[config.mk]
export PLATFORM = sky130hd
export DESIGN_NAME = branch_metric
export DESIGN_NICKNAME = d
export VERILOG_FILES = /design/src/rtl/mlse_pkg.sv /design/src/rtl/branch_metric.sv
export SDC_FILE = /design/constraint.sdc
export NUM_CORES = 2
export LEC_CHECK = 0
export BUFFER_PORTS_ARGS = -buffer_cell sky130_fd_sc_hd__clkbuf_2
export CAP_MARGIN = 25
export CORE_ASPECT_RATIO = 1.4
export CORE_MARGIN = 5
export CORE_UTILIZATION = 61
export DETAILED_ROUTE_END_ITERATION = 12
export PLACE_DENSITY = 0.79
export SLEW_MARGIN = 10
export SYNTH_ARGS = -nofsm -noshare
export SYNTH_HDL_FRONTEND = slang
export SYNTH_SLANG_ARGS = --single-unit
[constraint.sdc]
create_clock -name vclk -period 12.1
set_input_delay 1.21 -clock vclk [all_inputs]
set_output_delay 1.21 -clock vclk [all_outputs]
set_load 0.05 [all_outputs]
[src/rtl/mlse_pkg.sv]
package mlse_pkg;

    localparam int SAMPLE_W = 10;             // Received samples and channel taps
    localparam int H_DEPTH  = 8;              // Survivor length, which is also the decision delay
    localparam int CH_TAPS  = 4;              // Must not exceed H_DEPTH + 1
    localparam int ENERGY_W = 2 * SAMPLE_W + 2;

    typedef logic signed [1:0] sym_t;
    typedef logic signed [SAMPLE_W-1:0] sample_t;
    typedef logic [ENERGY_W-1:0] energy_t;

    localparam sym_t SYM_PLUS  = 2'sb01;
    localparam sym_t SYM_MINUS = 2'sb11;
    localparam sym_t SYM_FILL  = 2'sb00;      // Sits in histories until real symbols arrive

    // State 0 ends in +1 and state 1 ends in -1
    localparam sym_t [1:0] STATE_TAG = {SYM_MINUS, SYM_PLUS};

    // One candidate or survivor path through the trellis
    typedef struct packed {
        energy_t            energy;
        sym_t [H_DEPTH-1:0] hist;             // hist[0] is the newest symbol
    } path_t;

endpackage
[src/rtl/branch_metric.sv]
module branch_metric #(
    parameter int SAMPLE_W = mlse_pkg::SAMPLE_W,
    parameter int H_DEPTH  = mlse_pkg::H_DEPTH
) (
    input  mlse_pkg::path_t   [1:0] survivors,
    input  mlse_pkg::sample_t [1:0] isi,
    input  mlse_pkg::sample_t       tap0,
    input  mlse_pkg::sample_t       sample,
    output mlse_pkg::path_t   [3:0] cand        // Index is 2 * destination + source
);
    import mlse_pkg::*;

    // The prediction can reach twice full scale, the error three times
    localparam int ERR_W = SAMPLE_W + 2;
    localparam int SQ_W  = 2 * ERR_W;
    localparam int SUM_W = SQ_W + 1;

    logic signed [ERR_W-1:0] pred;
    logic signed [ERR_W-1:0] err;
    logic signed [SQ_W-1:0]  sq;
    logic [SUM_W-1:0]        sum;

    always_comb begin
        for (int d = 0; d < 2; d++) begin
            for (int s = 0; s < 2; s++) begin
                // New symbol times tap 0 is just a sign flip
                pred = ERR_W'(isi[s]);
                if (STATE_TAG[d] == SYM_PLUS) begin
                    pred = pred + ERR_W'(tap0);
                end else begin
                    pred = pred - ERR_W'(tap0);
                end

                err = ERR_W'(sample) - pred;
                sq  = err * err;
                sum = SUM_W'(sq) + SUM_W'(survivors[s].energy);

                if (|sum[SUM_W-1:ENERGY_W]) begin
                    cand[2*d+s].energy = '1;      // Pin at the top instead of wrapping
                end else begin
                    cand[2*d+s].energy = sum[ENERGY_W-1:0];
                end

                // Oldest symbol drops off as the destination tag enters
                cand[2*d+s].hist = {survivors[s].hist[H_DEPTH-2:0], STATE_TAG[d]};
            end
        end
    end

endmodule

# Word level (Yosys, flattened, before mapping)
# Index checks and enable logic that the tools add are counted.
totals:
  reg_bits: 0
  input_bits: 116
  word_cells: 24
  output_inout_bits: 152
classes:
  add_sub_neg: 12
  multipliers: 4
  muxes: 4
  reduce_logical: 4
op_table:
  columns: ["op", "count"]
  rows:
  - ["$add 24x23->25", 4]
  - ["$mul 12x12->24", 4]
  - ["$mux 22", 4]
  - ["$sub 10x11->12", 4]
  - ["$add 10x10->11", 2]
  - ["$sub 10x10->11", 2]
  - ["$reduce_or 3->1", 4]

# Depth between registers and ports, before layout
logic_depth:
  ltp_word: 6
  depth_mapped: 36

# Least setup slack after synthesis
# No wires, ideal clock.
synth_path:
  path_kind: "input port to output port"
  startpoint: "in isi[0] (netlist name)"
  endpoint: "out cand[17] (netlist name)"
  slack_ns: 0.680
  arrival_time_ns: 10.210
  n_path_buf: 3
  cell_stages: 35
  required_time_ns: 10.890
  cell_sequence: "inv_1 -> fa_1 -> clkbuf_1 -> inv_1 -> ha_1 -> o21a_1 -> o21a_1 -> o21a_1 -> o31ai_1 -> a2111oi_0 -> or2_2 -> xor2_1 -> inv_1 -> buf_2 -> nor2_1 -> fa_1 -> inv_1 -> fa_1 -> inv_1 -> fa_1 -> fa_1 -> inv_1 -> fa_1 -> fa_1 -> inv_1 -> ha_1 -> a211oi_1 -> o211ai_1 -> a311o_1 -> and2_1 -> nor4bb_1 -> o21a_1 -> o211a_1 -> clkbuf_1 -> o21ai_0"
synth_lines:
  columns: ["element", "line", "text"]
  rows:
  - ["start, declared", "branch_metric.sv:6", "input mlse_pkg::sample_t [1:0] isi,"]
  - ["end, declared", "branch_metric.sv:9", "output mlse_pkg::path_t [3:0] cand"]

==> results.py <==
metrics = {
    "cells_and_area": {
        "regArea_um2": 0,
        "finish.utilization_pct": 65.2,
        "final.fill_count": 3561,
        "nets": 4165,
        "nClkBuffers": 0,
        "layoutNonFillerInstCount": 3651,
        "seq_cell_count": 0,
        "antenna_cells": 0,
        "area_growth_pct": 5.69,
        "drive_gt1_share_pct": 8.36,
    },
    "routing": {
        "drc": 0,
        "wirelength_um": 63300,
        "firstDrtPassIters": 7,
        "via_per_inst": 5.51,
        "drtAntennaViolNets": 0,
        "vias": 20100,
        "wl_per_cell_um": 17.4,
        "drt_iter0_markers": 1011,
    },
    "synth": {
        "yosys.area.top_type": "fa_1",
        "netlist_top_cells_area": "fa_1 47%, ha_1 15%, inv_1 11%",
        "yosys.area.top_type_share_pct": 47.0,
        "yosysMostFrequentCell": "inv_1",
        "synth_common_cells": "807 x inv_1, 624 x fa_1, 324 x ha_1, 254 x nand2_1, 228 x nor2_1",
        "syn_avg_cell_area_um2": 8.91,
        "synthCells": 2986,
        "seq_area_frac_synth_pct": 0,
        "ys_warn_count": 0,
        "syn-cell-area_um2": 26600,
        "synth.distinct_cells": 79,
    },
    "setup_path": {
        "worstPathRequired_ns": 10.89,
        "path_max_fanout": 22,
        "end_kind": "primary output",
        "cp-start-kind": "primary input",
        "cp_slowest_stage_delay_ns": 0.73,
        "cpMaxStageDelayCell": "a2111oi_0",
        "crit_arrival_ns": 10.39,
        "path_class": "in -> out",
        "crit_path_frequent_cell": "fa_1",
    },
    "floorplan": {
        "dieArea_um2": 47900,
        "io_pins": 268,
        "start_util_pct": 61.7,
        "die_x_um": 186,
        "rows": 90,
        "fp.dieH_um": 257,
        "core_um2": 43100,
    },
    "grt": {
        "grt_max_degree": 23,
        "grt_antenna_before_repair": 1,
        "grt_pass1_vias": 22300,
        "grt.total_usage_pct": 26.6,
        "overflow": 0,
        "grt_pass1_wl_um": 106000,
    },
    "sta": {
        "finalSetupTns_ns": 0,
        "setup_viol": 0,
        "whs_ns": 2.42,
        "worst_slew_pin_slew_ns": 1.00,
        "timing.fmax_ghz": 0.0862,
        "finalHoldViolCount": 0,
        "rsz0062_at_grt": "no",
        "slew_violations": 0,
        "maxSlewHeadroom_pct": 32.8,
        "finalCritPeriodShare_pct": 95.8,
        "layout_min_cycle_time_ns": 11.60,
    },
    "placement": {
        "dp.cells": 3648,
        "globalplace.congestion": 0.940,
        "dp.final_hpwl_um": 57100,
        "io_buffers": 172,
    },
    "job": {
        "cap_violations": 0,
    },
    "worst_hold_path": {
        "min-delay-path-class": "in -> out",
    },
    "status": {
        "status": "finished, final reports clean",
    },
}
-- layout by cell type (no fill, tap or decap), types with 4 or more instances in the layout --
cell,instances
inv_1,807
fa_1,624
ha_1,324
nand2_1,254
nor2_1,228
clkbuf_2,152
xnor2_1,89
a21oi_1,79
o21ai_0,60
a21o_1,43
buf_4,40
xor2_1,38
nor3_1,29
nand2b_1,29
nand3_1,26
o21a_1,21
buf_12,20
o21bai_1,16
and2_1,15
clkinv_1,14
a211oi_1,14
nor2b_1,12
a31o_2,10
or3_1,10
o21ai_1,9
o31ai_1,8
and3_1,8
or2_2,8
conb_1,8
nand3b_1,7
a2111oi_0,6
o211ai_1,6
and4_1,5
inv_2,4
nand3b_2,4
-- critical path, delay by kind of cell --
kind            cells  cell delay (ns)
buf+inv             9             1.16
compound gates     11             2.96
xor+xnor            1             0.21
simple gates        4             0.92
fa+ha+maj           9             3.91
-- routing by layer --
layer | global-route usage [%] | vias to the layer above | wire (µm)
met3 | 2.26 | 219 | 3310
li1 | - | 9135 | -
met1 | 30.3 | 10100 | 21800
met4 | 14.5 | 2 | 4470
met2 | 49.3 | 668 | 33700
met5 | 0 | - | 18
-- final cells by class --
| class | instances | area, µm² | share of cell area, % |
|---|---|---|---|
| multi-input cells | 2060 | 22800 | 81.3 |
| repair buffers | 212 | 1460 | 5.20 |
| well taps | 552 | 691 | 2.46 |
| inverters | 827 | 3110 | 11.1 |
-- worst paths after layout --
check | start | to | depth (start not counted)
worst max-delay path | tap0[0] | cand[32] | 34
worst min-delay path | survivors[8] | cand[10] | 0
-- metrics by stage --
step	area (µm²)	worst slack [ns]
after CTS	28100	0.132
after floorplan	26600	0.680
final	28100	0.505
after global routing	28100	0.000476
after detailed placement	28100	0.173
after global placement	28100	0.441
-- kinds of logic after synthesis --
group / count (synthesis) / synth area share [%]
fa+ha+maj: 948 / 62.2
buf+inv: 933 / 14.3
simple gates: 655 / 10.8
compound gates: 314 / 8.04
xor+xnor: 130 / 4.41
mux: 4 / 0.151
other cells: 2 / 0.0282
-- repair_timing --
action                     4_1_cts  5_1_grt
setup endpoints to repair        0       22
buffers inserted                 0        1
resized for setup                0        5
hold buffers                     0        0
Power is not shown: default switching activity piles up to over one toggle a cycle in this logic, so the estimate is an artifact.
