--- config.mk ---
export PLATFORM = sky130hd
export DESIGN_NAME = path_select
export DESIGN_NICKNAME = d
export VERILOG_FILES = /design/src/rtl/mlse_pkg.sv /design/src/rtl/path_select.sv
export SDC_FILE = /design/constraint.sdc
export NUM_CORES = 1
export LEC_CHECK = 0
export ABC_AREA = 1
export BUFFER_PORTS_ARGS = -buffer_cell sky130_fd_sc_hd__buf_4
export CORE_MARGIN = 3
export CORE_UTILIZATION = 40
export DETAILED_ROUTE_END_ITERATION = 8
export PLACE_DENSITY = 0.85
export SYNTH_ARGS = -nofsm -noshare
export SYNTH_HDL_FRONTEND = slang
export SYNTH_SLANG_ARGS = --single-unit
--- constraint.sdc ---
create_clock -name vclk -period 2.14
set_input_delay 0.214 -clock vclk [all_inputs]
set_output_delay 0.214 -clock vclk [all_outputs]
set_load 0.05 [all_outputs]
--- src/rtl/mlse_pkg.sv ---
package mlse_pkg;

    localparam int SAMPLE_W = 10;             // Received samples and channel taps
    localparam int H_DEPTH  = 8;              // Survivor length, which is also the decision delay
    localparam int CH_TAPS  = 4;              // Must not exceed H_DEPTH + 1
    localparam int ENERGY_W = 2 * SAMPLE_W + 2;

    typedef logic signed [1:0] sym_t;
    typedef logic signed [SAMPLE_W-1:0] sample_t;
    typedef logic [ENERGY_W-1:0] energy_t;

    localparam sym_t SYM_PLUS  = 2'sb01;
    localparam sym_t SYM_MINUS = 2'sb11;
    localparam sym_t SYM_FILL  = 2'sb00;      // Sits in histories until real symbols arrive

    // State 0 ends in +1 and state 1 ends in -1
    localparam sym_t [1:0] STATE_TAG = {SYM_MINUS, SYM_PLUS};

    // One candidate or survivor path through the trellis
    typedef struct packed {
        energy_t            energy;
        sym_t [H_DEPTH-1:0] hist;             // hist[0] is the newest symbol
    } path_t;

endpackage
--- src/rtl/path_select.sv ---
module path_select #(
    parameter int N = 2
) (
    input  mlse_pkg::path_t [N-1:0] cand,
    output mlse_pkg::path_t         best
);
    import mlse_pkg::*;

    localparam int LEVELS = (N > 1) ? $clog2(N) : 0;
    localparam int LEAVES = 1 << LEVELS;

    // Heap order with the root at node 1 and leaf i at LEAVES + i
    path_t node [1:2*LEAVES-1];

    always_comb begin
        for (int i = 0; i < LEAVES; i++) begin
            if (i < N) begin
                node[LEAVES+i] = cand[i];
            end else begin
                node[LEAVES+i] = '{energy: '1, hist: '0}; // Padding sits right of every real leaf
            end
        end

        // The left child always covers the lower indices, so it keeps a tie
        for (int i = LEAVES - 1; i >= 1; i--) begin
            if (node[2*i+1].energy < node[2*i].energy) begin
                node[i] = node[2*i+1];
            end else begin
                node[i] = node[2*i];
            end
        end
    end

    assign best = node[1];

endmodule

# == Yosys cells after proc, flatten, opt, wreduce, memory -nomap -nowiden ==
# Cells that the tools add are included.
# classes
n_mux,1
order_cmp,1
# ops
operator,n
$mux 38,1
$lt 22x22->1,1
# word_totals
out_inout_bits,38
register_bits,0
input_bits,76
word_cells,2

# == Longest topological paths before layout ==
# Gate-level depths: netlist of run 1.
# logic_depth
word_depth,2
mapped_depth,14
depth_no_buf,12

# == Least setup slack after synthesis of run 1 ==
# Ideal clock, no wire load.
# synth_timing
path_kind,input port to output port
startpoint,input cand[37] in the netlist's numbering
endpoint,output best[17] in the netlist's numbering
path_stages,11
arrival_time_ps,1720
t_required_ps,1926
slack_ps,206
path_buffers,2
cell_sequence,inv_1 -> ha_1 -> nand2_2 -> inv_1 -> nand2_1 -> nand2_1 -> a21oi_2 -> buf_4 -> buf_2 -> nand4_1 -> nand2_1
# synth_rtl
item,line,rtl
"start, declared",path_select.sv:4,"input mlse_pkg::path_t [N-1:0] cand,"
"end, declared",path_select.sv:5,output mlse_pkg::path_t best

==> results of run 1 <==
## final timing paths
| kind | to | startpoint | depth (start not counted) |
|---|---|---|---|
| setup / recovery | best[28] | cand[75] | 12 |
| hold / removal | best[5] | cand[5] | 4 |
## final cells by class
type,count,area [µm²]
multi-input cells,188,1030
fillers,279,723
well taps,42,52.6
inverters,34,128
repair buffers,122,940
## cells in the final DEF, fill, tap and decap left out
| master | instances |
|---|---|
| ha_1 | 21 |
| buf_12 | 1 |
| buf_8 | 1 |
| a21oi_4 | 1 |
| buf_4 | 119 |
| nor2_1 | 6 |
| a21o_1 | 1 |
| nand2_2 | 2 |
| buf_6 | 1 |
| nand4_1 | 38 |
| inv_1 | 34 |
| nand2_1 | 112 |
| nor2_4 | 1 |
| nand3_4 | 1 |
| a21oi_1 | 5 |
## stage by stage
stage | cells | util, % | TNS (ns) | power (µW) | hold WS (ns)
floorplan | 238 | - | 0 | 605 | 0.747
CTS | 386 | 74.1 | 0 | 927 | 0.778
detailed placement | 386 | 74.1 | 0 | 925 | 0.775
global placement | 386 | 74.1 | 0 | 914 | 0.773
finish | 386 | 74.9 | 0 | 927 | 0.777
global route | 386 | 74.9 | -0.153 | 996 | 0.792
## logic make-up after synthesis
| logic type | after synthesis | synth area share, % |
|---|---|---|
| AOI/OAI and AO/OA | 7 | 3.29 |
| adders and majority gates | 21 | 20.9 |
| buffers and inverters | 50 | 19.1 |
| and+or+nand+nor | 160 | 56.7 |
## power by group
part           internal (µW)  switching, µW
Combinational            333            594
Clock                      0              0
Sequential                 0              0
Total                    333            594
## per-layer routing
| layer | up-vias | share of wire, % | wire length [µm] |
|---|---|---|---|
| li1 | 985 | - | - |
| met1 | 851 | 38 | 1710 |
| met2 | 77 | 52 | 2300 |
| met3 | 2 | 9.8 | 436 |
| met4 | 0 | 0.22 | 10 |
| met5 | - | 0 | 0 |
==> flow_summary.toml, run 1 <==
[sta]
slew_violations = 0
worst_pin_slew_ns = 0.191
fin_ws_ns = 0.123
setup_viol = 0
finalHoldViolCount = 0
period_needed_ns = 2.02
slew_headroom_pct = 87.2
fin_crit_sh_pct = 94.2
fmax_mhz = 496

[synthesis]
yosysSeqAreaShare_pct = 0
netlist.area_leader.share_pct = 33.8
synth_warnings = 0
ys_top_cells_by_area = "nand2_1, ha_1, nand4_1"
synth.avg_cell_area_um2 = 5.28
netlist-cell-type-count = 15
synth_most_common_cell = "nand2_1"
post_synth_inst_count = 238
synth_area_leader_cell = "nand2_1"
synth_nets = 335
syn-cell-area_um2 = 1260
yosys-top-cells-count = "nand2_1, nand4_1, inv_1"

[worst_setup_path]
crit_buf_inv = 3
critPathTopFamily = "simple AND/OR/NAND/NOR gates"
slowest_stage = "ha_1"
critPathCaptureType = "output pin"
cp-start-kind = "input pin"
path_max_fanout = 10
crit_required_ns = 1.93
critPathMaxStageDelay_ns = 0.30
critical_path_arrival_ns = 1.80
cp_cell_sequence = "buf_4, ha_1, nand2_2, nor2_4, nand2_1, nor2_1, nand2_2, nand3_4, buf_4, nand2_1, nand2_1, buf_4"
worst-setup-path-type = "in -> out"

[pwr]
p_leak_uw = 0.00139
peakVddDrop_v = 0.000286
power_density_nw_per_um2 = 430

[placement]
placed_cell_area_um2 = 2130
io_buffers = 114
post-place-ws_ns = 0.109
hpwl_um = 3740
gp_congestion = 0.771

[global_route]
grt_max_degree = 28
grtUsageMet3_pct = 2.89
busiest_layer = "met2"
grt_pass1_wl_um = 6630
antenna_found_initial = 0
gr-total-overflow = 0
grt_util_all_layers_pct = 21.4
use_met1_pct = 26.3
use_met2_pct = 40.1
first_global_vias = 1699

[detailed_routing]
drtPass1Iterations = 4
drt_iter0_markers = 51
via_count = 1915
drt_drc_violations_left = 0
ant_nets = 0
avgRoutedWirePerCell_um = 11.5
avgViaCountPerCell = 4.96
totalWireLength_um = 4450

[flow_run]
maxCapViolations = 0

[floorplan]
dieHeight_um = 62.0
die-area_um2 = 3850
ios = 114
fp.coreArea_um2 = 2880
die_w_um = 62.0
rows = 19
start_util_pct = 43.7

[final_layout]
postLayoutCellArea_um2 = 2150
area_growth_pct = 71.4
antenna_cells = 0
seq_cell_count = 0
seq_area_um2 = 0
final_nets = 443
clockBufferCount = 0
drive_above_1_share_pct = 36.9

[run_status]
status = "completed"

[hold_path]
hp-class = "in -> out"

[clocking]
holdBufCountCts = 0
cts_resized = 0
post_cts_buffers = 0
Note: power is estimated with default switching activity, not from simulation.
==> run 2: changes to the inputs <==
--- a/config.mk
+++ b/config.mk
@@ -6,7 +6,7 @@
 export NUM_CORES = 1
 export LEC_CHECK = 0
 export ABC_AREA = 1
-export BUFFER_PORTS_ARGS = -buffer_cell sky130_fd_sc_hd__buf_4
+export BUFFER_PORTS_ARGS = -buffer_cell sky130_fd_sc_hd__buf_2
 export CORE_MARGIN = 3
 export CORE_UTILIZATION = 40
 export DETAILED_ROUTE_END_ITERATION = 8
==> flow_summary.toml, run 2 (synthesis gave the netlist of run 1 again) <==
[run_status]
status = "completed"

[worst_setup_path]
setup.worst_path.start = "cand[37]"
cp-start-kind = "input pin"
critPathCaptureType = "output pin"
critical_path_arrival_ns = 1.85
worst-setup-path-type = "in -> out"
crit_required_ns = 1.93
path_max_fanout = 24

[hold_path]
hold_path_depth = 4
hold_end = "best[12]"
hp-class = "in -> out"
hp-start = "cand[12]"

[global_route]
grtUsageMet3_pct = 0.826
use_met2_pct = 34.6
grt_util_all_layers_pct = 18.2
use_met1_pct = 23.9
first_global_vias = 1491
grt_max_degree = 29
grt_pass1_wl_um = 5800
gr-total-overflow = 0
antenna_found_initial = 0
busiest_layer = "met2"

[final_layout]
area_growth_pct = 58.4
seq_cell_count = 0
layout_common_cells = "nand2_1, buf_2, nand4_1"
clockBufferCount = 0
final_nets = 445
fin_cells = 388
drive_above_1_share_pct = 37.3
final_common_cell = "nand2_1"
seq_area_um2 = 0
utilization_pct = 69.2
antenna_cells = 0

[pwr]
peakVddDrop_v = 0.000296
power_density_nw_per_um2 = 446
p_leak_uw = 0.00134

[clocking]
post_cts_buffers = 0

[detailed_routing]
drtPass1Iterations = 4
totalWireLength_um = 4140
drt_drc_violations_left = 0
via_count = 1856
ant_nets = 0
avgRoutedWirePerCell_um = 10.7
avgViaCountPerCell = 4.78
drt_iter0_markers = 86

[sta]
slew_violations = 0
finalHoldViolCount = 0
fmax_mhz = 485
fin_crit_sh_pct = 96.4
fin_ws_ns = 0.0777
setup_tns_ns = 0
slew_headroom_pct = 83.3
worst_pin_slew_ns = 0.253
hold_ws_ns = 0.768
setup_viol = 0
period_needed_ns = 2.06

[placement]
post-place-ws_ns = 0.0790
io_buffers = 114
gp_congestion = 0.737
hpwl_um = 3360
place_inst = 388

[floorplan]
rows = 19
ios = 114
start_util_pct = 43.7
die-area_um2 = 3850
fp.coreArea_um2 = 2880
dieHeight_um = 62.0
die_w_um = 62.0

[flow_run]
maxCapViolations = 0
## run 2: cell type report
cell class                      instances  area [µm²]
Fill cell                             261         887
Inverter                               34         128
Multi-Input combinational cell        188        1030
Tap cell                               42        52.6
Timing Repair Buffer                  124         783
## run 2: critical path, cell delays in order
cell,delay [ns]
buf_2,0.09
inv_1,0.04
ha_1,0.29
nand2_2,0.08
nor2_4,0.13
nand2_1,0.08
nor2_1,0.15
nand2_2,0.11
nand3_2,0.13
buf_12,0.16
nand2_1,0.07
nand2_1,0.07
clkbuf_4,0.23
## run 2: stage by stage
stage / area [µm²] / power (µW)
2_1_floorplan: 1260 / 605
3_3_place_gp: 1890 / 818
3_5_place_dp: 1890 / 824
4_1_cts: 1890 / 827
5_1_grt: 1990 / 955
6_report: 1990 / 888
## run 2: where the power goes
part | total, µW | switching [µW] | internal (µW)
Sequential | 0 | 0 | 0
Clock | 0 | 0 | 0
Combinational | 888 | 590 | 298
## run 2: how the worst max path moves through the flow
stage | to | slack (ns) | cells past startpoint
finish | best[17] | 0.08 | 13
global route | best[17] | -0.07 | 13
CTS | best[9] | 0.08 | 13
detailed placement | best[9] | 0.08 | 13
global placement | best[19] | 0.10 | 13
floorplan | best[17] | 0.21 | 11
## run 2: routing by layer
metal	up-vias	part of all wire (%)
li1	990	-
met2	72	52
met1	794	42
met3	0	6.7
met4	0	0
met5	-	0
## run 2: repair_timing
item | CTS | global route
endpoints found under the hold margin | 0 | 0
gates resized for setup | 0 | 65
hold buffers | 0 | 0
endpoints found under the setup margin | 0 | 38
