[config.mk]
export PLATFORM = sky130hd
export DESIGN_NAME = mlse_ctrl
export DESIGN_NICKNAME = d
export VERILOG_FILES = /design/src/rtl/mlse_pkg.sv /design/src/rtl/mlse_ctrl.sv
export SDC_FILE = /design/constraint.sdc
export NUM_CORES = 1
export LEC_CHECK = 0
export BUFFER_PORTS_ARGS = -buffer_cell sky130_fd_sc_hd__buf_2
export CAP_MARGIN = 20
export CORE_AREA = 2 2 39 41
export CTS_CLUSTER_SIZE = 16
export DETAILED_ROUTE_END_ITERATION = 8
export DIE_AREA = 0 0 41 43
export MAX_ROUTING_LAYER = met4
export PLACE_DENSITY_LB_ADDON = 0.1
export SKIP_LAST_GASP = 1
export SYNTH_ARGS = -nofsm -noshare
export SYNTH_HDL_FRONTEND = slang
export SYNTH_SLANG_ARGS = --single-unit
[constraint.sdc]
create_clock -name clk -period 3.3 [get_ports clk]
set_input_delay 0.825 -clock clk [delete_from_list [all_inputs] [get_ports clk]]
set_output_delay 0.825 -clock clk [all_outputs]
set_load 0.005 [all_outputs]
[src/rtl/mlse_pkg.sv]
package mlse_pkg;

    localparam int SAMPLE_W = 10;             // Received samples and channel taps
    localparam int H_DEPTH  = 8;              // Survivor length, which is also the decision delay
    localparam int CH_TAPS  = 4;              // Must not exceed H_DEPTH + 1
    localparam int ENERGY_W = 2 * SAMPLE_W + 2;

    typedef logic signed [1:0] sym_t;
    typedef logic signed [SAMPLE_W-1:0] sample_t;
    typedef logic [ENERGY_W-1:0] energy_t;

    localparam sym_t SYM_PLUS  = 2'sb01;
    localparam sym_t SYM_MINUS = 2'sb11;
    localparam sym_t SYM_FILL  = 2'sb00;      // Sits in histories until real symbols arrive

    // State 0 ends in +1 and state 1 ends in -1
    localparam sym_t [1:0] STATE_TAG = {SYM_MINUS, SYM_PLUS};

    // One candidate or survivor path through the trellis
    typedef struct packed {
        energy_t            energy;
        sym_t [H_DEPTH-1:0] hist;             // hist[0] is the newest symbol
    } path_t;

endpackage
[src/rtl/mlse_ctrl.sv]
module mlse_ctrl (
    input  logic              clk,
    input  logic              rst_n,
    input  logic              in_req,
    output logic              in_ack,
    input  mlse_pkg::sample_t in_sample,
    output logic              out_req,
    input  logic              out_ack,
    output mlse_pkg::sym_t    out_sym,
    output mlse_pkg::sample_t sample,       // Held for the branch metrics during the step
    output logic              step,
    input  mlse_pkg::sym_t    oldest_sym    // Oldest symbol of the best survivor
);

    typedef enum logic [1:0] {
        S_IDLE,
        S_STEP,
        S_OUT,
        S_RELEASE
    } state_e;

    state_e state;
    state_e state_nxt;

    always_comb begin
        state_nxt = state;
        case (state)
            S_IDLE: begin
                if (in_req) begin
                    state_nxt = S_STEP;
                end
            end
            S_STEP: begin
                state_nxt = S_OUT;
            end
            S_OUT: begin
                if (out_ack) begin
                    state_nxt = S_RELEASE;
                end
            end
            S_RELEASE: begin
                // Both sides must have finished their return to zero
                if (!in_req && !out_ack) begin
                    state_nxt = S_IDLE;
                end
            end
            default: begin
                state_nxt = S_IDLE;
            end
        endcase
    end

    assign step = (state == S_STEP);

    always_ff @(posedge clk or negedge rst_n) begin
        if (!rst_n) begin
            state   <= S_IDLE;
            in_ack  <= 1'b0;
            out_req <= 1'b0;
        end else begin
            state <= state_nxt;
            // The sample is acknowledged and the decision offered on the same edge
            if (state == S_STEP) begin
                in_ack  <= 1'b1;
                out_req <= 1'b1;
            end
            if (state == S_OUT && out_ack) begin
                out_req <= 1'b0;
            end
            if (state == S_RELEASE && state_nxt == S_IDLE) begin
                in_ack <= 1'b0;
            end
        end
    end

    always_ff @(posedge clk) begin
        if (state == S_IDLE && in_req) begin
            sample <= in_sample;
        end
        if (state == S_STEP) begin
            out_sym <= oldest_sym;  // Survivors have not moved yet on this cycle
        end
    end

endmodule

# [Word level (Yosys, flattened, before mapping)]
# Cells that the tools add are included.
[word_totals] regBits=16 inputBits=16 output_inout_bits=15
[op_classes] n_eq_ne=3 n_mux=7 reduce_logical=10
[op_table] operator="case mux 2 bit (4 select lines)" count=1
[op_table] operator="two-way mux 2 bit" count=3
[op_table] operator="== test 2 bit, second input constant" count=2
[op_table] operator="logical AND 1 bit" count=4
[op_table] operator="zero test 2 bit" count=2
[op_table] operator="nonzero test 2 bit" count=2
[op_table] operator="two-way mux 1 bit" count=3
[op_table] operator="== test 2 x 1 -> 1 bit, second input constant" count=1
[op_table] operator="zero test 1 bit" count=2

# [Logic depth before layout (Yosys ltp)]
# Gate-level depths: netlist of the first run.
[depth] ltp_word=7 mapped_depth=3 mapped_depth_nobuf=2

# [Worst setup path after synthesis of the first run]
# No wires, ideal clock.
[synth_timing] kind="input-to-reg" start="input in_req" end="register sample[0] (enable)" setup_ns=0.377 arrival_ns=1.333 required_time_ns=2.923 setup_slack_ns=1.590 cell_stages=1 cell_sequence="nor3b_2"
[synth_via] elab_chain_cells=1
[synth_rtl] element="start, declared" line_no="mlse_ctrl.sv:4" rtl="input logic in_req,"
[synth_rtl] element="logical AND 1 bit" line_no="mlse_ctrl.sv:77" rtl="if (state == S_IDLE && in_req) begin"
[synth_rtl] element="end signal, assigned" line_no="mlse_ctrl.sv:78" rtl="sample <= in_sample;"
[synth_rtl] element="end, declared" line_no="mlse_ctrl.sv:10" rtl="output mlse_pkg::sample_t sample,"
# No other way between the ends.
# A chain may end at the register's enable or synchronous reset.

# [Worst setup path after layout of the first run]
[layout_timing] start="register state[0]" end="output step"
[layout_via] elab_chain_cells=1
[layout_rtl] element="start, declared" line_no="mlse_ctrl.sv:22" rtl="state_e state;"
[layout_rtl] element="start signal, assigned" line_no="mlse_ctrl.sv:61" rtl="state <= state_nxt;"
[layout_rtl] element="== test 2 x 1 -> 1 bit" line_no="mlse_ctrl.sv:53" rtl="assign step = (state == S_STEP);"
[layout_rtl] element="end, declared" line_no="mlse_ctrl.sv:11" rtl="output logic step,"
# No other way between the ends.

==> impl_metrics.ini, run 1 <==
[worst_setup_path]
worst_setup_path_start_kind = flip-flop
required_ns = 2.47
worst_setup_path_end_kind = primary output
worst-setup-path-type = reg -> out
path_max_fanout = 6
crit_arrival_ns = 1.15

[timing]
slew_headroom_pct = 49.1
holdWs_ns = 0.335
fin_crit_sh_pct = 59.9
fin_crit_ns = 1.98
finClkSkew_ns = 0.00431
setup_tns_ns = 0
clock.fmax_mhz = 506
final-setup-viol-count = 0
finalHoldViolations = 0
rsz0062_at_grt = no
maxSlewViolCount = 0
worst_pin_slew_ns = 0.760

[clocking]
cts_tree = built
clk_latency_ns = 0.27
cts_hold_repair.buffers = 0
cts_buffers = 3
clockRootBuffer = clkbuf_4
cts_setup_buffers = 0
cts_buffer_depth = 2
cts.sinks = 16
path_clk_slew_ns = 0.09
post_cts_resized = 0
htreeDepth = 1

[floorplan]
core_area_um2 = 1380
io_pins = 31
rows = 14
dieArea_um2 = 1760
die_h_um = 43
initial_utilization_pct = 40.7
die_x_um = 41

[logic_synthesis]
synth_most_common_cell = edfxtp_1
synthTopCellsByArea = edfxtp_1, dfrtp_1, nor3b_2
synth_nets = 46
synth_flop_cell = edfxtp_1
synth_top_area_share_pct = 64.0
synth-edff-count = 12
synth.cell_area_um2 = 563
postSynthAreaPerCell_um2 = 18.8
yosys.area.top_type = edfxtp_1
syn_inst = 30
synth_seq_cells = 16
ys_warn_count = 0
synth-async-reset-ratio_pct = 25.0
synth-seq-area-share_pct = 81.8
ys_types = 12
synth_common_cells = edfxtp_1, dfrtp_1, nor2_1, a21o_1, nor3b_2

[drt]
final_antenna_net_count = 0
drc = 0
wirelength_um = 798
dr.pass1.iters = 3
first_iter_violations = 6
via_per_inst = 4.23
wire_per_inst_um = 10.1
vias = 334

[power]
power_mw = 0.446
p_per_area_nw_per_um2 = 597
power.leakage_nw = 0.330
max-vdd-ir-drop_mv = 0.302

[global_route]
grt_pass1_wl_um = 1170
grt_max_degree = 12
antenna_found_initial = 0
grt-ovfl-total = 0
track_usage_pct = 10.6
grt_pass1_vias = 281

[layout]
multi_input_area_um2 = 83.8
drive_gt1_share_pct = 58.7
nets = 80
n_fill_cell = 114
regArea_um2 = 460
areaGrowthSynthToFinish_pct = 32.9
diodes = 0

[placed_design]
gp_congestion = 0.583
post-dp-hpwl_um = 631
place.port_buffers = 30

[outcome]
status = finished clean

[worst_hold_path]
min-delay-path-class = in -> async

[flow_run]
maxCapViolations = 0
## sequential cells by signal, indices dropped and copies added, names as in the netlist
signal / flops
sample: 10
out_sym: 2
state: 2
out_req: 1
in_ack: 1
## cell families (layout without fill, tap and decap cells)
family | count (synthesis) | after routing | share of synthesized area [%]
compound gates | 5 | 5 | 7.33
buf+inv | 3 | 36 | 3.33
flops | 16 | 16 | 81.8
simple gates | 6 | 6 | 7.56
## metrics by stage
step	util (%)	setup WS (ns)	std cells	instance area, µm²
finish	54.1	1.32	79	748
global route	54.1	1.25	79	748
CTS	54.1	1.31	79	748
detailed placement	52.2	1.32	75	722
global placement	52.2	1.34	75	722
floorplan	-	1.59	30	563
## cells in the final DEF, fill, tap and decap left out
cell and n:
a21o_1 2, a21oi_1 1, clkbuf_4 3, clkbuf_1 1
dfrtp_1 4, a311oi_2 1, buf_2 30, nor3b_2 2
inv_1 1, nor2b_1 1, nor2_1 3, edfxtp_1 12
o22ai_1 1, inv_2 1
## cell type report
| type | instances | share of cell area [%] |
|---|---|---|
| Tap cell | 16 | 2.68 |
| Clock buffer | 4 | 3.51 |
| Inverter | 2 | 1.00 |
| Sequential cell | 16 | 61.5 |
| Timing Repair Buffer | 30 | 20.1 |
| Multi-Input combinational cell | 11 | 11.2 |
## power by group
part	total (mW)	internal [mW]	switching (mW)
combinational	0.0775	0.0413	0.0361
sequential	0.269	0.248	0.0213
clock	0.100	0.0468	0.0533
total	0.446	0.336	0.111
## critical path, stage by stage, from the launching register on
cell and delay (ns):
dfrtp_1 0.45, inv_2 0.08, nor2_1 0.20, buf_2 0.16
## routing by layer
metal  global-route usage (%)  wire (µm)  up-vias
li1                         -          -      176
met1                     13.4        341      142
met2                     14.7        398       16
met3                     3.14         59        0
met4                     6.00          0        0
met5                        -          0        -
## path summary, 6_finish.rpt
check	slack (ns)	end	startpoint	cells after the start
worst max-delay path	1.32	step	state[0]	3
worst min register to register	0.54	in_ack	in_ack	2
worst min-delay path	0.33	out_req	rst_n	1
max in group asynchronous	2.85	state[0]	rst_n	1
min in group clk	0.54	in_ack	in_ack	2
worst max register to register	1.78	sample[9]	state[1]	1
No activity file was read; power rests on OpenSTA's default activity.
==> run 2, diff against run 1 <==
--- a/config.mk
+++ b/config.mk
@@ -5,12 +5,13 @@
 export SDC_FILE = /design/constraint.sdc
 export NUM_CORES = 1
 export LEC_CHECK = 0
+export ABC_AREA = 1
 export BUFFER_PORTS_ARGS = -buffer_cell sky130_fd_sc_hd__buf_2
 export CAP_MARGIN = 20
-export CORE_AREA = 2 2 39 41
+export CORE_AREA = 2 2 45 43
 export CTS_CLUSTER_SIZE = 16
 export DETAILED_ROUTE_END_ITERATION = 8
-export DIE_AREA = 0 0 41 43
+export DIE_AREA = 0 0 47 45
 export MAX_ROUTING_LAYER = met4
 export PLACE_DENSITY_LB_ADDON = 0.1
 export SKIP_LAST_GASP = 1
==> constraint.sdc (replaced) <==
create_clock -name clk -period 1.7 [get_ports clk]
set_input_delay 0.425 -clock clk [delete_from_list [all_inputs] [get_ports clk]]
set_output_delay 0.425 -clock clk [all_outputs]
set_load 0.005 [all_outputs]
==> impl_metrics.ini, run 2 <==
[logic_synthesis]
synthTopCellsByArea = edfxtp_1, dfrtp_1, nand2_1
synth-async-reset-ratio_pct = 25.0
synth_flop_cell = edfxtp_1
synth_top_area_share_pct = 65.5
synth-seq-area-share_pct = 83.6
ys_types = 8
postSynthAreaPerCell_um2 = 14.5
synth_nets = 54
synth.cell_area_um2 = 551
synth_most_common_cell = edfxtp_1
yosys.area.top_type = edfxtp_1
synth_top_family_by_area = simple AND/OR/NAND/NOR gates
yosys.area_share.xor_xnor_pct = 0
synth-edff-count = 12
ys_warn_count = 0
synthSimpleGateAreaFrac_pct = 10.7
synth_compound_area_share_pct = 0.909
synth_common_cells = edfxtp_1, nand2_1, inv_1, dfrtp_1, nand3_1
synth_adder_area_share_pct = 0
syn_inst = 38
synth_mux_area_share_pct = 0
synth_seq_cells = 16

[floorplan]
core_area_um2 = 1610
rows = 14
io_pins = 31
die_x_um = 47
initial_utilization_pct = 34.2
die_h_um = 45
dieArea_um2 = 2120

[layout]
nets = 90
fin_area_um2 = 767
largest-register = sample
regArea_um2 = 460
largest_registers = sample (10), out_sym (2), state (2)
stdcell_count = 97
drive_gt1_share_pct = 46.6
n_fill_cell = 152
largest_reg_flops = 10
areaGrowthSynthToFinish_pct = 39.3
final_common_cell = buf_2
diodes = 0
final_cell_mix = buf_2, edfxtp_1, nand2_1
multi_input_area_um2 = 63.8

[placed_design]
gp_congestion = 0.716
place_inst = 92
place.port_buffers = 30
pre_cts_ws_ns = 0.396
post-dp-hpwl_um = 732
place_area_um2 = 731

[timing]
slew_headroom_pct = 76.1
finClkSkew_ns = 0.00337
maxSlewViolCount = 0
fin_crit_ns = 1.51
clock.fmax_mhz = 662
finalHoldViolations = 0
fin_crit_sh_pct = 88.9
setup_tns_ns = 0
final-setup-viol-count = 0
finalWorstSetupSlack_ns = 0.189
worst_pin_slew_ns = 0.359
rsz0062_at_grt = no

[clocking]
cts_buffers = 3
path_clk_slew_ns = 0.09
clk_latency_ns = 0.28
htreeDepth = 1
clockRootBuffer = clkbuf_4
post_cts_resized = 0
cts_buffer_depth = 2
cts_tree = built
cts.sinks = 16

[power]
power_mw = 0.850
max-vdd-ir-drop_mv = 0.726
p_per_area_nw_per_um2 = 1110
power.leakage_nw = 0.381

[worst_setup_path]
required_ns = 1.27
crit_slowest_cell = dfrtp_1
startpoint = state[1]
worst-setup-path-type = reg -> out
worst_setup_path_start_kind = flip-flop
crit_path_frequent_cell = inv_1
rr_worst_depth = 3
crit_arrival_ns = 1.09
path_cells = inv_1 -> nand2_2 -> inv_1 -> buf_2
timing.rr.start = state[1]
slowest_delay_ns = 0.44
path_max_fanout = 6
worst_setup_path_end_kind = primary output

[worst_hold_path]
hp-start = in_sample[2]
hold_path_depth = 1
min-delay-path-class = in -> reg

[drt]
drc = 0
dr.pass1.iters = 6
via_per_inst = 4.02
wire_per_inst_um = 9.80
vias = 390
first_iter_violations = 5
final_antenna_net_count = 0
wirelength_um = 951

[global_route]
grt-ovfl-total = 0
antenna_found_initial = 0
track_usage_pct = 10.9
grt_pass1_wl_um = 1470
grt_max_degree = 11
grt_pass1_vias = 361

[flow_run]
maxCapViolations = 0

[outcome]
status = finished clean
-- run 2: changes by cell type in the layout (fill, tap and decap cells not counted), sizes merged, moves of 2 or more --
cell and change:
nand2 +9, inv +5, nor3b -2, a21o -2, nand3 +3
-- run 2: cell type report --
class | instances | area share (%)
timing repair buffer | 31 | 20.9
inverter | 7 | 3.43
clock buffer | 3 | 2.94
sequential | 16 | 60.0
tap | 24 | 3.92
multi-input combinational | 15 | 8.32
clock inverter | 1 | 0.489
-- run 2: worst paths after layout --
kind	endpoint	slack [ns]
min in group asynchronous	in_ack	0.50
worst min-delay path	sample[2]	0.31
worst max-delay path	step	0.19
max in group asynchronous	out_req	1.09
worst max register to register	sample[0]	0.40
worst min register to register	out_req	0.48
-- run 2: cells by family (layout without fill, tap and decap cells) --
family	after synthesis	after routing
simple gates	14	14
flops	16	16
compound gates	1	1
buf+inv	7	42
-- run 2: worst max-delay path, delay by kind of cell (launching register included) --
kind	cells	cell delay (ns)
flops	1	0.44
simple gates	1	0.06
buf+inv	3	0.30
-- run 2: routing by layer --
layer | vias to the layer above | GRT usage (%) | part of all wire, %
met3 | 2 | 2.40 | 7.2
met4 | 0 | 8.33 | 2.0
li1 | 195 | - | -
met2 | 18 | 15.1 | 48
met5 | - | - | 0
met1 | 175 | 13.6 | 43
-- run 2: stage by stage --
stage | util [%] | hold slack (ns)
global route | 47.6 | 0.300
detailed placement | 45.3 | 0.233
floorplan | - | 0.129
CTS | 47.6 | 0.305
global placement | 45.3 | 0.234
finish | 47.6 | 0.313
-- run 2: what timing repair did --
| item | in CTS | in global routing |
|---|---|---|
| buffers inserted | 0 | 0 |
| hold buffers | 1 | 0 |
| hold endpoints to repair | 4 | 0 |
-- run 2: where the power goes --
part	leakage [nW]	switching [mW]	internal [mW]
sequential	0.154	0.0298	0.476
combinational	0.211	0.0759	0.0687
clock	0.0154	0.114	0.0850
