$ cat config.mk
export PLATFORM = sky130hd
export DESIGN_NAME = state_unit
export DESIGN_NICKNAME = d
export VERILOG_FILES = /design/src/rtl/mlse_pkg.sv /design/src/rtl/state_unit.sv /design/src/rtl/isi_conv.sv /design/src/rtl/path_select.sv
export SDC_FILE = /design/constraint.sdc
export NUM_CORES = 1
export LEC_CHECK = 0
export ABC_AREA = 1
export BUFFER_PORTS_ARGS = -buffer_cell sky130_fd_sc_hd__buf_4
export CORE_ASPECT_RATIO = 1.4
export CORE_UTILIZATION = 51
export CTS_CLUSTER_SIZE = 24
export DETAILED_ROUTE_END_ITERATION = 10
export PLACE_DENSITY = 0.8
export SLEW_MARGIN = 20
export SYNTH_ARGS = -nofsm -noshare
export SYNTH_HDL_FRONTEND = slang
export SYNTH_SLANG_ARGS = --single-unit
$ cat constraint.sdc
create_clock -name clk -period 1 [get_ports clk]
set_input_delay 0.1 -clock clk [delete_from_list [all_inputs] [get_ports clk]]
set_output_delay 0.1 -clock clk [all_outputs]
set_load 0.005 [all_outputs]
$ cat src/rtl/mlse_pkg.sv
package mlse_pkg;

    localparam int SAMPLE_W = 10;             // Received samples and channel taps
    localparam int H_DEPTH  = 8;              // Survivor length, which is also the decision delay
    localparam int CH_TAPS  = 4;              // Must not exceed H_DEPTH + 1
    localparam int ENERGY_W = 2 * SAMPLE_W + 2;

    typedef logic signed [1:0] sym_t;
    typedef logic signed [SAMPLE_W-1:0] sample_t;
    typedef logic [ENERGY_W-1:0] energy_t;

    localparam sym_t SYM_PLUS  = 2'sb01;
    localparam sym_t SYM_MINUS = 2'sb11;
    localparam sym_t SYM_FILL  = 2'sb00;      // Sits in histories until real symbols arrive

    // State 0 ends in +1 and state 1 ends in -1
    localparam sym_t [1:0] STATE_TAG = {SYM_MINUS, SYM_PLUS};

    // One candidate or survivor path through the trellis
    typedef struct packed {
        energy_t            energy;
        sym_t [H_DEPTH-1:0] hist;             // hist[0] is the newest symbol
    } path_t;

endpackage
$ cat src/rtl/state_unit.sv
module state_unit #(
    parameter int SAMPLE_W = mlse_pkg::SAMPLE_W,
    parameter int H_DEPTH  = mlse_pkg::H_DEPTH,
    parameter int CH_TAPS  = mlse_pkg::CH_TAPS,
    parameter int TAG_IDX  = 0
) (
    input  logic                            clk,
    input  logic                            rst_n,
    input  logic                            step,
    input  mlse_pkg::path_t   [1:0]         cand,         // The two paths ending in this state
    input  mlse_pkg::energy_t               norm_energy,  // Best energy before this step
    input  mlse_pkg::sample_t [CH_TAPS-2:0] taps,
    output mlse_pkg::path_t                 survivor,
    output mlse_pkg::sample_t               isi
);
    import mlse_pkg::*;

    path_t              winner;
    sym_t [H_DEPTH-1:0] next_hist;
    energy_t            next_energy;
    sample_t            next_isi;

    path_select #(
        .N(2)
    ) u_select (
        .cand(cand),
        .best(winner)
    );

    // Forcing the tag keeps the tap 1 term constant for this state
    always_comb begin
        next_hist    = winner.hist;
        next_hist[0] = STATE_TAG[TAG_IDX];
    end

    // Interference for the next step is worked out ahead from the new history
    isi_conv #(
        .SAMPLE_W(SAMPLE_W),
        .H_DEPTH (H_DEPTH),
        .CH_TAPS (CH_TAPS)
    ) u_conv (
        .hist(next_hist),
        .taps(taps),
        .isi (next_isi)
    );

    // Energies are kept relative to the best path of the last step
    assign next_energy = (winner.energy > norm_energy) ? winner.energy - norm_energy : '0;

    always_ff @(posedge clk or negedge rst_n) begin
        if (!rst_n) begin
            survivor.energy <= '0;
            survivor.hist   <= {H_DEPTH{SYM_FILL}};
            isi             <= '0;
        end else if (step) begin
            survivor.energy <= next_energy;
            survivor.hist   <= next_hist;
            isi             <= next_isi;
        end
    end

endmodule

$ cat src/rtl/isi_conv.sv
module isi_conv #(
    parameter int SAMPLE_W = mlse_pkg::SAMPLE_W,
    parameter int H_DEPTH  = mlse_pkg::H_DEPTH,
    parameter int CH_TAPS  = mlse_pkg::CH_TAPS
) (
    input  mlse_pkg::sym_t    [H_DEPTH-1:0] hist,
    input  mlse_pkg::sample_t [CH_TAPS-2:0] taps,  // Taps 1 to CH_TAPS-1
    output mlse_pkg::sample_t               isi
);
    import mlse_pkg::*;

    // Enough headroom for CH_TAPS-1 full scale terms before saturating
    localparam int ACC_W = SAMPLE_W + $clog2(CH_TAPS) + 1;
    localparam logic signed [ACC_W-1:0] SAT_MAX = ACC_W'(2 ** (SAMPLE_W - 1) - 1);
    localparam logic signed [ACC_W-1:0] SAT_MIN = ACC_W'(-(2 ** (SAMPLE_W - 1)));

    logic signed [ACC_W-1:0] acc;

    always_comb begin
        acc = '0;
        // hist[k] lines up with tap k+1 since the new symbol takes tap 0
        for (int k = 0; k < CH_TAPS - 1; k++) begin
            case (hist[k])
                SYM_PLUS: begin
                    acc = acc + ACC_W'(taps[k]);
                end
                SYM_MINUS: begin
                    acc = acc - ACC_W'(taps[k]);
                end
                default: begin
                    acc = acc;                    // Fill symbols add nothing
                end
            endcase
        end

        if (acc > SAT_MAX) begin
            isi = SAT_MAX[SAMPLE_W-1:0];
        end else if (acc < SAT_MIN) begin
            isi = SAT_MIN[SAMPLE_W-1:0];
        end else begin
            isi = acc[SAMPLE_W-1:0];
        end
    end

endmodule

$ cat src/rtl/path_select.sv
module path_select #(
    parameter int N = 2
) (
    input  mlse_pkg::path_t [N-1:0] cand,
    output mlse_pkg::path_t         best
);
    import mlse_pkg::*;

    localparam int LEVELS = (N > 1) ? $clog2(N) : 0;
    localparam int LEAVES = 1 << LEVELS;

    // Heap order with the root at node 1 and leaf i at LEAVES + i
    path_t node [1:2*LEAVES-1];

    always_comb begin
        for (int i = 0; i < LEAVES; i++) begin
            if (i < N) begin
                node[LEAVES+i] = cand[i];
            end else begin
                node[LEAVES+i] = '{energy: '1, hist: '0}; // Padding sits right of every real leaf
            end
        end

        // The left child always covers the lower indices, so it keeps a tie
        for (int i = LEAVES - 1; i >= 1; i--) begin
            if (node[2*i+1].energy < node[2*i].energy) begin
                node[i] = node[2*i+1];
            end else begin
                node[i] = node[2*i];
            end
        end
    end

    assign best = node[1];

endmodule

---- After elaboration in Yosys (flattened, before gate mapping) ----
Index checks and enable logic that the tools add are counted.
storage, ports and cells
  register bits ........................... 47
  input port bits ......................... 131
  output and inout bits ................... 48
  word-level logic and storage cells ...... 29
operators by class
  add/subtract/negate cells ............... 5
  magnitude comparators ................... 4
  equality and inequality tests ........... 4
  muxes and demuxes ....................... 6
operators by type and width
  cell                    count
  $pmux W13 S2            2
  $mux W38                1
  $gt A22 B22 Y1          1
  $lt A22 B22 Y1          1
  $mux W22                1
  $sub A22 B22 Y22        1
  $mux W10                2
  $add A13 B10 Y13        1
  $gt A13 B10 Y1 const B  1
  $lt A13 B10 Y1 const B  1
  $sub A13 B10 Y13        1
  $add A10 B10 Y11        1
  $sub A10 B10 Y11        1
  $eq A2 B1 Y1 const B    2
  $eq A2 B2 Y1 const B    2

---- Depth between registers and ports, before layout ----
Gate-level depths: netlist of run 1.
  depth after elaboration ................. 9
  gate-level depth with buffers ........... 41
  depth with buffers taken out ............ 41

---- By module ----
A second synthesis of run 1 with hierarchy kept.
unflattened totals
  cell total of the unflattened synthesis .. 1244
  area total of the unflattened synthesis .. 7415.9 sq um
by module, submodules not included
  module       times used  cells an instance  area an instance (sq um)
  state_unit   1           542                3527.1
  isi_conv     1           464                2632.5
  path_select  1           238                1256.2

---- Least setup slack after synthesis of run 1 ----
Ideal clock, no wire load.
  path kind ............................... input to register
  from .................................... in cand[37] in the netlist's numbering
  to ...................................... reg isi[2]
  library setup time ...................... 73 ps
  arrival time ............................ 4321 ps
  required time ........................... 927 ps
  slack ................................... -3394 ps
  stages on the path ...................... 36
  buffers on the path ..................... 0
  cells stage by stage .................... inv_1 > ha_1 > nand2_2 > inv_1 > nand2_1 > nand2_1 > a21oi_2 > nand3_4 > nand2_1 > nand2_2 > nand2_4 > o31ai_1 > xor2_1 > ha_1 > nand2_1 > nor3_1 > a21o_1 > xor2_1 > o21ai_0 > ha_1 > nand2_1 > nor3_1 > a21oi_1 > nor2_1 > nor2_1 > o21bai_1 > nand2_1 > nand3b_1 > nand2_1 > nand3b_1 > nand3_1 > nand2_1 > nand3_2 > nand2_4 > nand2_1 > a21oi_2
on the way
  word-level cells in the longest chain between the ends .. 9
  elaborated cells on any way between the ends .. 14
  classes of those cells .................. add/sub (2); order compare (3); eq/ne (4); mux (5)
RTL lines
  item                                                         line                            source
  start: declaration                                           state_unit.sv:10                input mlse_pkg::path_t [1:0] cand,
  $lt A22 B22 Y1 (*)                                           path_select.sv:26               if (node[2*i+1].energy < node[2*i].energy) begin
  $mux W38 (*)                                                 path_select.sv:26
  $eq A2 B2 Y1 / $eq A2 B1 Y1 (equally long branches)          isi_conv.sv:23                  case (hist[k])
  $pmux W13 S2                                                 isi_conv.sv:23
  $sub A13 B10 Y13 / $add A13 B10 Y13 (equally long branches)  isi_conv.sv:28, isi_conv.sv:25
  $pmux W13 S2 (*)                                             isi_conv.sv:23
  $lt A13 B10 Y1                                               isi_conv.sv:38                  end else if (acc < SAT_MIN) begin
  $mux W10                                                     isi_conv.sv:38
  $mux W10 (*)                                                 isi_conv.sv:36                  if (acc > SAT_MAX) begin
  end signal: assignment                                       state_unit.sv:58                isi <= next_isi;
  end: declaration                                             state_unit.sv:14                output mlse_pkg::sample_t isi
Mark *: on every way between the ends. The rest lies on a longest branch, timed or not.
A chain may end at the register's enable or synchronous reset.

---- Worst setup path after layout of run 1 ----
  from .................................... in cand[17] in the netlist's numbering
  to ...................................... reg isi[6]
The elaborated chain is that of the path after synthesis.

==> metrics.txt, run 1 <==
Lkg Pwr=between 5 and 6 nW; Setup Viol. Count Final=46; Max Root-Sink Buffers=2; outcome=complete, but fails checks; Yosys warning count=0; CTS clk-pin slew, worst paths=approximately 0.07 ns; Seq/Total Area, Yosys=21.4%; ys flop type=dfrtp_1; Critical Path Start Type=input port; area of the core=0.0104 mm²; Mean Syn Cell Area=6.76 µm²; maxcap violations=0; Fin. Hold Viols=0; CP endpoint kind=flop; Pre-antenna DRT Iters=7; Final ANT Viol Nets=0; failing checks=negative setup slack; share of layout cells above drive strength 1=51.8%; HPWL Detailed=15100 µm; initial DRC count=976; die height=125 µm; Cell Pwr Density=1680 mW/mm²; crit path kind=input port to flop; CP arrival=5.21 ns; vias in the first global route=~7200; RSZ-0062 raised after global routing=true; clock skew=0 ns; pre-CTS setup slack=-3.97 ns; initial antenna violation count=0; # port buffers=173; Via Count=between 8000 and 9000; Filler cells=338; Routed WL per cell=22.4 µm; Synth Net Count=1015; slowest stage delay, CP=0.44 ns; CTS tree=done; largest net degree at the start of global routing=48; max-slew violations=0; Psw=approximately 7.5 mW; H-tree depth=2; Top-Level Pins=179; Clock Latency Late Sink=0.29 ns; Die ar.=0.0112 mm²; Ant. Diodes=0; Net Sw Frac=between 40 and 50%; DRC viols=0; fin crit period=between 4 and 5 ns; Required @ worst endpoint=between 1 and 1.5 ns; Synth Cell Area=approximately 0.0055 mm²; global-route wire length before repair=31500 µm; Routability Congestion=0.912; Initial Util=52.8%; DRT Wirelength=29200 µm; Die Wd=89.8 µm; Worst Hold Class=input port to flop; Inserted Clock Buffers=5; Root Driver=clkbuf_16; combinational fraction of design power=70.8%; FMAX=200 MHz; final net count=1363; #FFs+latches synth=47; Mapped Cells=814; EDFF count, synth=0; Pint=9.03 mW; Max VDD drop=0.00143 V; asr flop ratio synth=100%; num rows=between 40 and 50; Worst Path Max Fanout=6; clock group share of total power=12.6%; Total GRT Usage=34.7%; vias per cell=6.29; count of unique library cells instantiated by Yosys=40; setup TNS=-122.30 ns; part of the power in registers=16.6%; period utilisation layout=500%; Worst path slowest cell=fa_2; Clock Sinks=47; Final WS setup=-4.00 ns; Syn-to-layout area delta=78.1%; total congestion overflow=0
==> final timing paths <==
check / from / end / slack [ns] / cells after the start
setup / recovery: cand[17] / isi[6] / -4.00 / 37
hold / removal: cand[9] / survivor[9] / 0.07 / 3
setup reg to reg: survivor[0] / survivor[0] / 0.17 / 1
hold reg to reg: survivor[17] / survivor[17] / 0.50 / 2
max in group asynchronous: rst_n / survivor[5] / 0.43 / 3
min in group asynchronous: rst_n / survivor[27] / 0.32 / 3
==> cell type report <==
cell class | instances | area [µm²] | share of cell area (%)
clock buffers | 6 | 139 | 1.42
clock inverters | 2 | 38.8 | 0.396
inverters | 121 | 509 | 5.20
multi-input cells | 628 | 4870 | 49.7
flip-flops and latches | 47 | 1180 | 12.0
well taps | 138 | 173 | 1.76
repair buffers | 359 | 2890 | 29.5
==> layout by cell type (no fill, tap or decap), drive strengths merged <==
master | netlist | final
o211ai | 1 | 1
nor3 | 10 | 10
nor4 | 6 | 6
dlygate4sd3 | 0 | 1
a22o | 1 | 1
buf | 5 | 355
a21o | 3 | 3
fa | 3 | 3
ha | 67 | 67
inv | 121 | 122
clkbuf | 15 | 9
nand3b | 4 | 4
bufinv | 0 | 1
mux2i | 1 | 1
conb | 1 | 1
o21ai | 98 | 98
xnor2 | 12 | 12
a21oi | 55 | 55
or2 | 2 | 2
nand2 | 220 | 222
a31oi | 11 | 11
nor2 | 50 | 50
xor2 | 35 | 35
o21bai | 4 | 4
nand4 | 4 | 4
nand3 | 30 | 30
a21boi | 3 | 3
dfrtp | 47 | 47
o31ai | 5 | 5
==> registers in the layout, indices dropped and copies added (netlist names) <==
name,cells
isi,10
survivor,37
==> per-stage QoR <==
stage	utilization [%]	instances	power [mW]	hold WS (ns)	cell area, µm²
floorplan	-	814	7.12	-0.196	5810
finish	94.1	1301	16.5	0.0658	9790
CTS	84.9	1270	13.5	0.0896	8830
global placement	80.0	1253	10.7	0.0884	8320
detailed placement	80.0	1253	10.9	0.0886	8320
global route	94.1	1301	17.1	0.0833	9790
==> cell usage after synthesis, types with 2 or more instances <==
cell type    n  area share, %
o31ai_1      5           0.68
o21ai_2      3           0.48
dfrtp_1     47             21
clkbuf_1    15            1.0
nand2_2     14            1.6
a21oi_1     45            4.1
nand2_4      4           0.82
o21ai_0     90            8.2
ha_1        67             15
nor4_1       6           0.68
or2_2        2           0.23
a31oi_1     11            1.3
nand3b_1     4           0.55
fa_1         3            1.1
buf_2        4           0.36
nand4_1      3           0.34
o21bai_1     4           0.55
inv_1      117            8.0
nor2_1      48            3.3
a21o_1       3           0.41
nand2_1    202             14
nand3_2      5           0.91
inv_2        4           0.27
xor2_1      35            5.6
xnor2_1     12            1.9
nor3_1      10           0.91
o21ai_1      4           0.36
a21oi_2     10            1.6
nand3_1     24            2.2
a21boi_1     3           0.41
==> power by group through the flow <==
stage          combinational, mW  clock (mW)  sequential (mW)
6_report                    11.7        2.07             2.74
5_1_grt                     12.3        2.11             2.77
4_1_cts                     8.82        2.01             2.67
3_5_place_dp                8.23           0             2.70
3_3_place_gp                8.00           0             2.67
2_1_floorplan               4.42           0             2.70
==> cells by family after synthesis <==
kind of cell	count (synthesis)	synth area share (%)
AND/OR/NAND/NOR	326	26.1
AO/OA/AOI/OAI	181	18.6
buffers and inverters	141	9.78
adder cells (fa/ha/maj)	70	16.3
XOR/XNOR	47	7.49
flip-flops	47	21.4
other	1	0.0682
multiplexers	1	0.182
==> what timing repair did <==
item | 4_1_cts | 5_1_grt
setup buffers | 7 | 25
resized for setup | 77 | 187
pin swaps | 57 | 98
hold endpoints to repair | 47 | 0
cloned | 1 | 6
endpoints found under the setup margin | 46 | 46
hold buffers | 1 | 0
==> worst max-delay path: cells and delay by family <==
family,cells,cell delay [ns]
adders and majority gates,3,0.92
AOI/OAI and AO/OA,6,1.00
buffers and inverters,7,0.64
and+or+nand+nor,21,2.54
==> per-layer routing <==
| metal | global-route usage [%] | up-vias | wire, µm |
|---|---|---|---|
| met5 | 0 | - | 0 |
| met4 | 20.2 | 0 | 3640 |
| met3 | 3.97 | 363 | 2560 |
| met2 | 70.3 | 799 | 14000 |
| met1 | 32.4 | 3675 | 8920 |
| li1 | - | 3349 | - |
Power figures use the tool's default switching activity.
==> run 2: changes to the inputs <==
--- a/config.mk
+++ b/config.mk
@@ -11,7 +11,9 @@
 export CORE_UTILIZATION = 51
 export CTS_CLUSTER_SIZE = 24
 export DETAILED_ROUTE_END_ITERATION = 10
+export HOLD_SLACK_MARGIN = 0.08
 export PLACE_DENSITY = 0.8
+export RECOVER_POWER = 100
 export SLEW_MARGIN = 20
 export SYNTH_ARGS = -nofsm -noshare
 export SYNTH_HDL_FRONTEND = slang
==> run 2 against run 1 <==
Against the previous run:
- the run now fails in global routing
- synthesized area unchanged
- synthesized cell count unchanged
==> metrics.txt, run 2 <==
commonest cells in the netlist=nand2_1 (202), inv_1 (117), o21ai_0 (90) (unchanged); Top-Level Pins=179 (unchanged); top cell type's share of synthesized area=21.4% (unchanged); last step reached=global routing; mux cell area share after synthesis=0.182% (unchanged); Root Driver=clkbuf_16 (unchanged); Seq/Total Area, Yosys=21.4% (unchanged); Max Root-Sink Buffers=2 (unchanged); Synth Area in Compound Gates=18.6% (unchanged); Die Wd=89.8 µm (unchanged); Yosys warning count=0 (unchanged); Total GRT Usage=61.3%; Clock Sinks=47 (unchanged); worst_ep grt=isi[0]$_DFFE_PN0P_/D; #FFs+latches synth=47 (unchanged); Inserted Clock Buffers=5 (unchanged); total congestion overflow=1; Initial Util=52.8% (unchanged); Routability Congestion=0.912 (unchanged); Synth Net Count=1015 (unchanged); count of unique library cells instantiated by Yosys=40 (unchanged); Worst EP kind=sequential cell input; main combinational cell family by area after synthesis=simple AND/OR/NAND/NOR gates (unchanged); most common cell in the netlist=nand2_1 (unchanged); Log Error=[ERROR GRT-0232] Routing congestion too high. Check the congestion heatmap in the GUI.; Simple-Gate Fraction of Synth Area=26.1% (unchanged); largest net degree at the start of global routing=48; area leader, netlist=dfrtp_1 (unchanged); EDFF count, synth=0 (unchanged); die height=125 µm (unchanged); H-tree depth=2 (unchanged); Synth Area in Adders=16.3% (unchanged); Mean Syn Cell Area=6.76 µm² (unchanged); Post-Synth XOR/XNOR Area=7.49% (unchanged); Mapped Cells=814 (unchanged); # port buffers=173 (unchanged); HPWL Detailed=15100 µm (unchanged); num rows=44 (unchanged); asr flop ratio synth=100% (unchanged); top cells by area, synth=dfrtp_1 (21%), ha_1 (15%), nand2_1 (14%) (unchanged); Synth Cell Area=0.00550 mm² (unchanged); outcome=aborted with a tool error (was complete, but fails checks); ys flop type=dfrtp_1 (unchanged)
## run 2: cell counts after synthesis
Identical to the previous run, type by type.
## run 2: metrics by stage
stage,cell area (µm²),instances,setup WS [ns],utilization [%]
global placement,8320,1253,-3.70,80.0
detailed placement,8320,1253,-3.97,80.0
floorplan,5810,814,-3.21,-
CTS,8830,1270,-3.45,84.9
## run 2: cells by family after synthesis
| logic type | Yosys count |
|---|---|
| AO/OA/AOI/OAI | 181 |
| other | 1 |
| AND/OR/NAND/NOR | 326 |
| buffers and inverters | 141 |
| flip-flops | 47 |
| XOR/XNOR | 47 |
| adder cells (fa/ha/maj) | 70 |
| multiplexers | 1 |
## run 2: timing repair
item                                    4_1_cts
pin swaps                                    57
hold buffers                                  1
endpoints found under the setup margin       46
gates cloned                                  1
endpoints found under the hold margin        47
buffers inserted                              7
gates resized for setup                      77
## run 2: layer usage
| metal | overflow | global-route usage, % |
|---|---|---|
| met1 | 0 | 53.7 |
| met2 | 1 | 92.0 |
| met3 | 0 | 36.0 |
| met4 | 0 | 67.4 |
| met5 | 0 | 3.70 |
==> run 3: changes to the inputs <==
--- a/config.mk
+++ b/config.mk
@@ -7,12 +7,9 @@
 export LEC_CHECK = 0
 export ABC_AREA = 1
 export BUFFER_PORTS_ARGS = -buffer_cell sky130_fd_sc_hd__buf_4
-export CORE_ASPECT_RATIO = 1.4
-export CORE_UTILIZATION = 51
-export CTS_CLUSTER_SIZE = 24
+export CORE_UTILIZATION = 36
 export DETAILED_ROUTE_END_ITERATION = 10
-export HOLD_SLACK_MARGIN = 0.08
-export PLACE_DENSITY = 0.8
+export PLACE_DENSITY_LB_ADDON = 0.15
 export RECOVER_POWER = 100
 export SLEW_MARGIN = 20
 export SYNTH_ARGS = -nofsm -noshare
==> run 3 against run 2 <==
Against the previous run:
- the flow now finishes, with violations (design-rule violations, negative setup slack)
==> metrics.txt, run 3 (synthesis results as in run 1) <==
outcome=complete, but fails checks (was aborted with a tool error); failing checks=design-rule violations, negative setup slack; CP startpoint=cand[59]; Routability Congestion=0.905 (was 0.912); Worst path slowest cell=ha_1; Hold WS=0.0761 ns; Setup Viol. Count Final=46; Net Sw Frac=41.4%; initial DRC count=approximately 260; register area=0.00118 mm²; largest registers=survivor (37), isi (10); met1 usage=30.2%; vias per cell=4.82; PnR Total Power=15.0 mW; RSZ-0062 raised after global routing=true; Root Driver=clkbuf_16 (unchanged); CTS tree=done; Ant. Diodes=0; clock skew=0 ns; vias in the first global route=between 6000 and 7000; initial antenna violation count=0; GR peak layer=met2; Worst Path Max Fanout=6; period utilisation layout=434%; combinational fraction of design power=71.6%; Total GRT Usage=22.5%; Clock Sinks=47 (unchanged); multi-input logic area=just under 0.005 mm²; Critical Path Start Type=input port; share of layout cells above drive strength 1=54.3%; R2R Path End=survivor[0]; relative slew slack=58.8%; global-route wire length before repair=29100 µm; Initial Util=37.4% (was 52.8%); FMAX=230 MHz; met3 usage=2.78%; total congestion overflow=0; Routed WL per cell=14.1 µm; setup TNS=-105.08 ns; final net count=1398; commonest non-fill, non-tap cell in the layout=buf_4; die height=126 µm (was 125 µm); Worst Hold Class=input port to flop; num rows=44 (unchanged); Filler cells=1196; FF-to-FF setup slack=roughly 0.24 ns; Via Count=6657; Clock Latency Late Sink=0.28 ns; utilization after layout=69.7%; Fin. Hold Viols=0; CP endpoint kind=flop; slowest stage delay, CP=between 0.3 and 0.4 ns; Cell Pwr Density=~1500 mW/mm²; commonest cells after routing, fill and taps aside=buf_4 (293), nand2_1 (155), inv_1 (90), dfrtp_1 (47), o21ai_2 (46); Top-Level Pins=179 (unchanged); Syn-to-layout area delta=86.4%; Psw=6.20 mW; Final WS setup=-3.34 ns; Largest register FFs=37; Required @ worst endpoint=between 1 and 1.5 ns; Final ANT Viol Nets=0; Pre-antenna DRT Iters=9; Inserted Clock Buffers=5 (unchanged); Die ar.=roughly 0.016 mm²; H-tree depth=2 (unchanged); Pint=approximately 9 mW; max-slew violations=0; # port buffers=173 (unchanged); Die Wd=126 µm (was 89.8 µm); crit path kind=input port to flop; CP arrival=4.51 ns; pre-CTS setup slack=-3.75 ns (was -3.97 ns); reg-to-reg startpoint=survivor[0]; Max Root-Sink Buffers=2 (unchanged); GR Util met2=38.5%; Biggest register=survivor; HPWL Detailed=14200 µm (was 15100 µm); DRC viols=18; clock group share of total power=10.6%; largest net degree at the start of global routing=25; Setup crit end=isi[0]; Lkg Pwr=5.26 nW; CTS clk-pin slew, worst paths=roughly 0.06 ns; maxcap violations=0; fin crit period=around 4.3 ns; area of the core=0.0147 mm²; Slew @ Worst Pin=approximately 0.62 ns; Worst Reg-to-Reg Cells=1; Max VDD drop=0.000876 V; part of the power in registers=17.8%; DRT Wirelength=19400 µm
-- run 3: worst min-delay path by stage --
stage / from / slack (ns) / endpoint / depth (start not counted)
2_1_floorplan: rst_n / -0.20 / isi[0] / 0
5_1_grt: cand[10] / 0.09 / survivor[10] / 3
3_3_place_gp: rst_n / 0.02 / survivor[22] / 1
6_report: cand[10] / 0.08 / survivor[10] / 3
3_5_place_dp: rst_n / 0.02 / survivor[22] / 1
4_1_cts: cand[10] / 0.08 / survivor[10] / 3
-- run 3: power by group through the flow --
stage	clock, mW	sequential, mW	combinational [mW]
floorplan	0	2.70	4.42
global placement	0	2.71	8.07
detailed placement	0	2.72	8.17
CTS	1.63	2.69	9.34
global route	1.71	2.73	11.7
finish	1.59	2.67	10.7
-- run 3: critical path, delay by kind of cell --
family,cells,cell delay (ns)
buf+inv,1,0.12
compound gates,9,1.23
xor+xnor,2,0.31
fa+ha+maj,3,0.85
simple gates,18,1.89
-- run 3: area by class of cell --
| type | count | area share [%] |
|---|---|---|
| Multi-Input combinational cell | 628 | 48.0 |
| Timing Repair Buffer | 394 | 31.9 |
| Sequential cell | 47 | 11.5 |
| Inverter | 121 | 4.99 |
| Tap cell | 184 | 2.25 |
| Clock buffer | 7 | 1.29 |
| Clock inverter | 1 | 0.0488 |
-- run 3: stage by stage --
step,instances,area (µm²)
2_1_floorplan,814,5810
3_3_place_gp,1313,8470
3_5_place_dp,1313,8470
4_1_cts,1356,9460
5_1_grt,1382,10200
6_report,1382,10200
-- run 3: what timing repair did --
action	in CTS	in global routing
gates cloned	4	4
pin swaps	74	87
resized for setup	181	142
endpoints found under the setup margin	46	46
hold buffers	1	0
setup buffers	33	29
hold endpoints to repair	24	0
-- run 3: layer usage --
metal / vias up / wire (µm)
li1: 3427 / -
met1: 3050 / 8620
met2: 155 / 9710
met3: 25 / 791
met4: 0 / 308
met5: - / 0
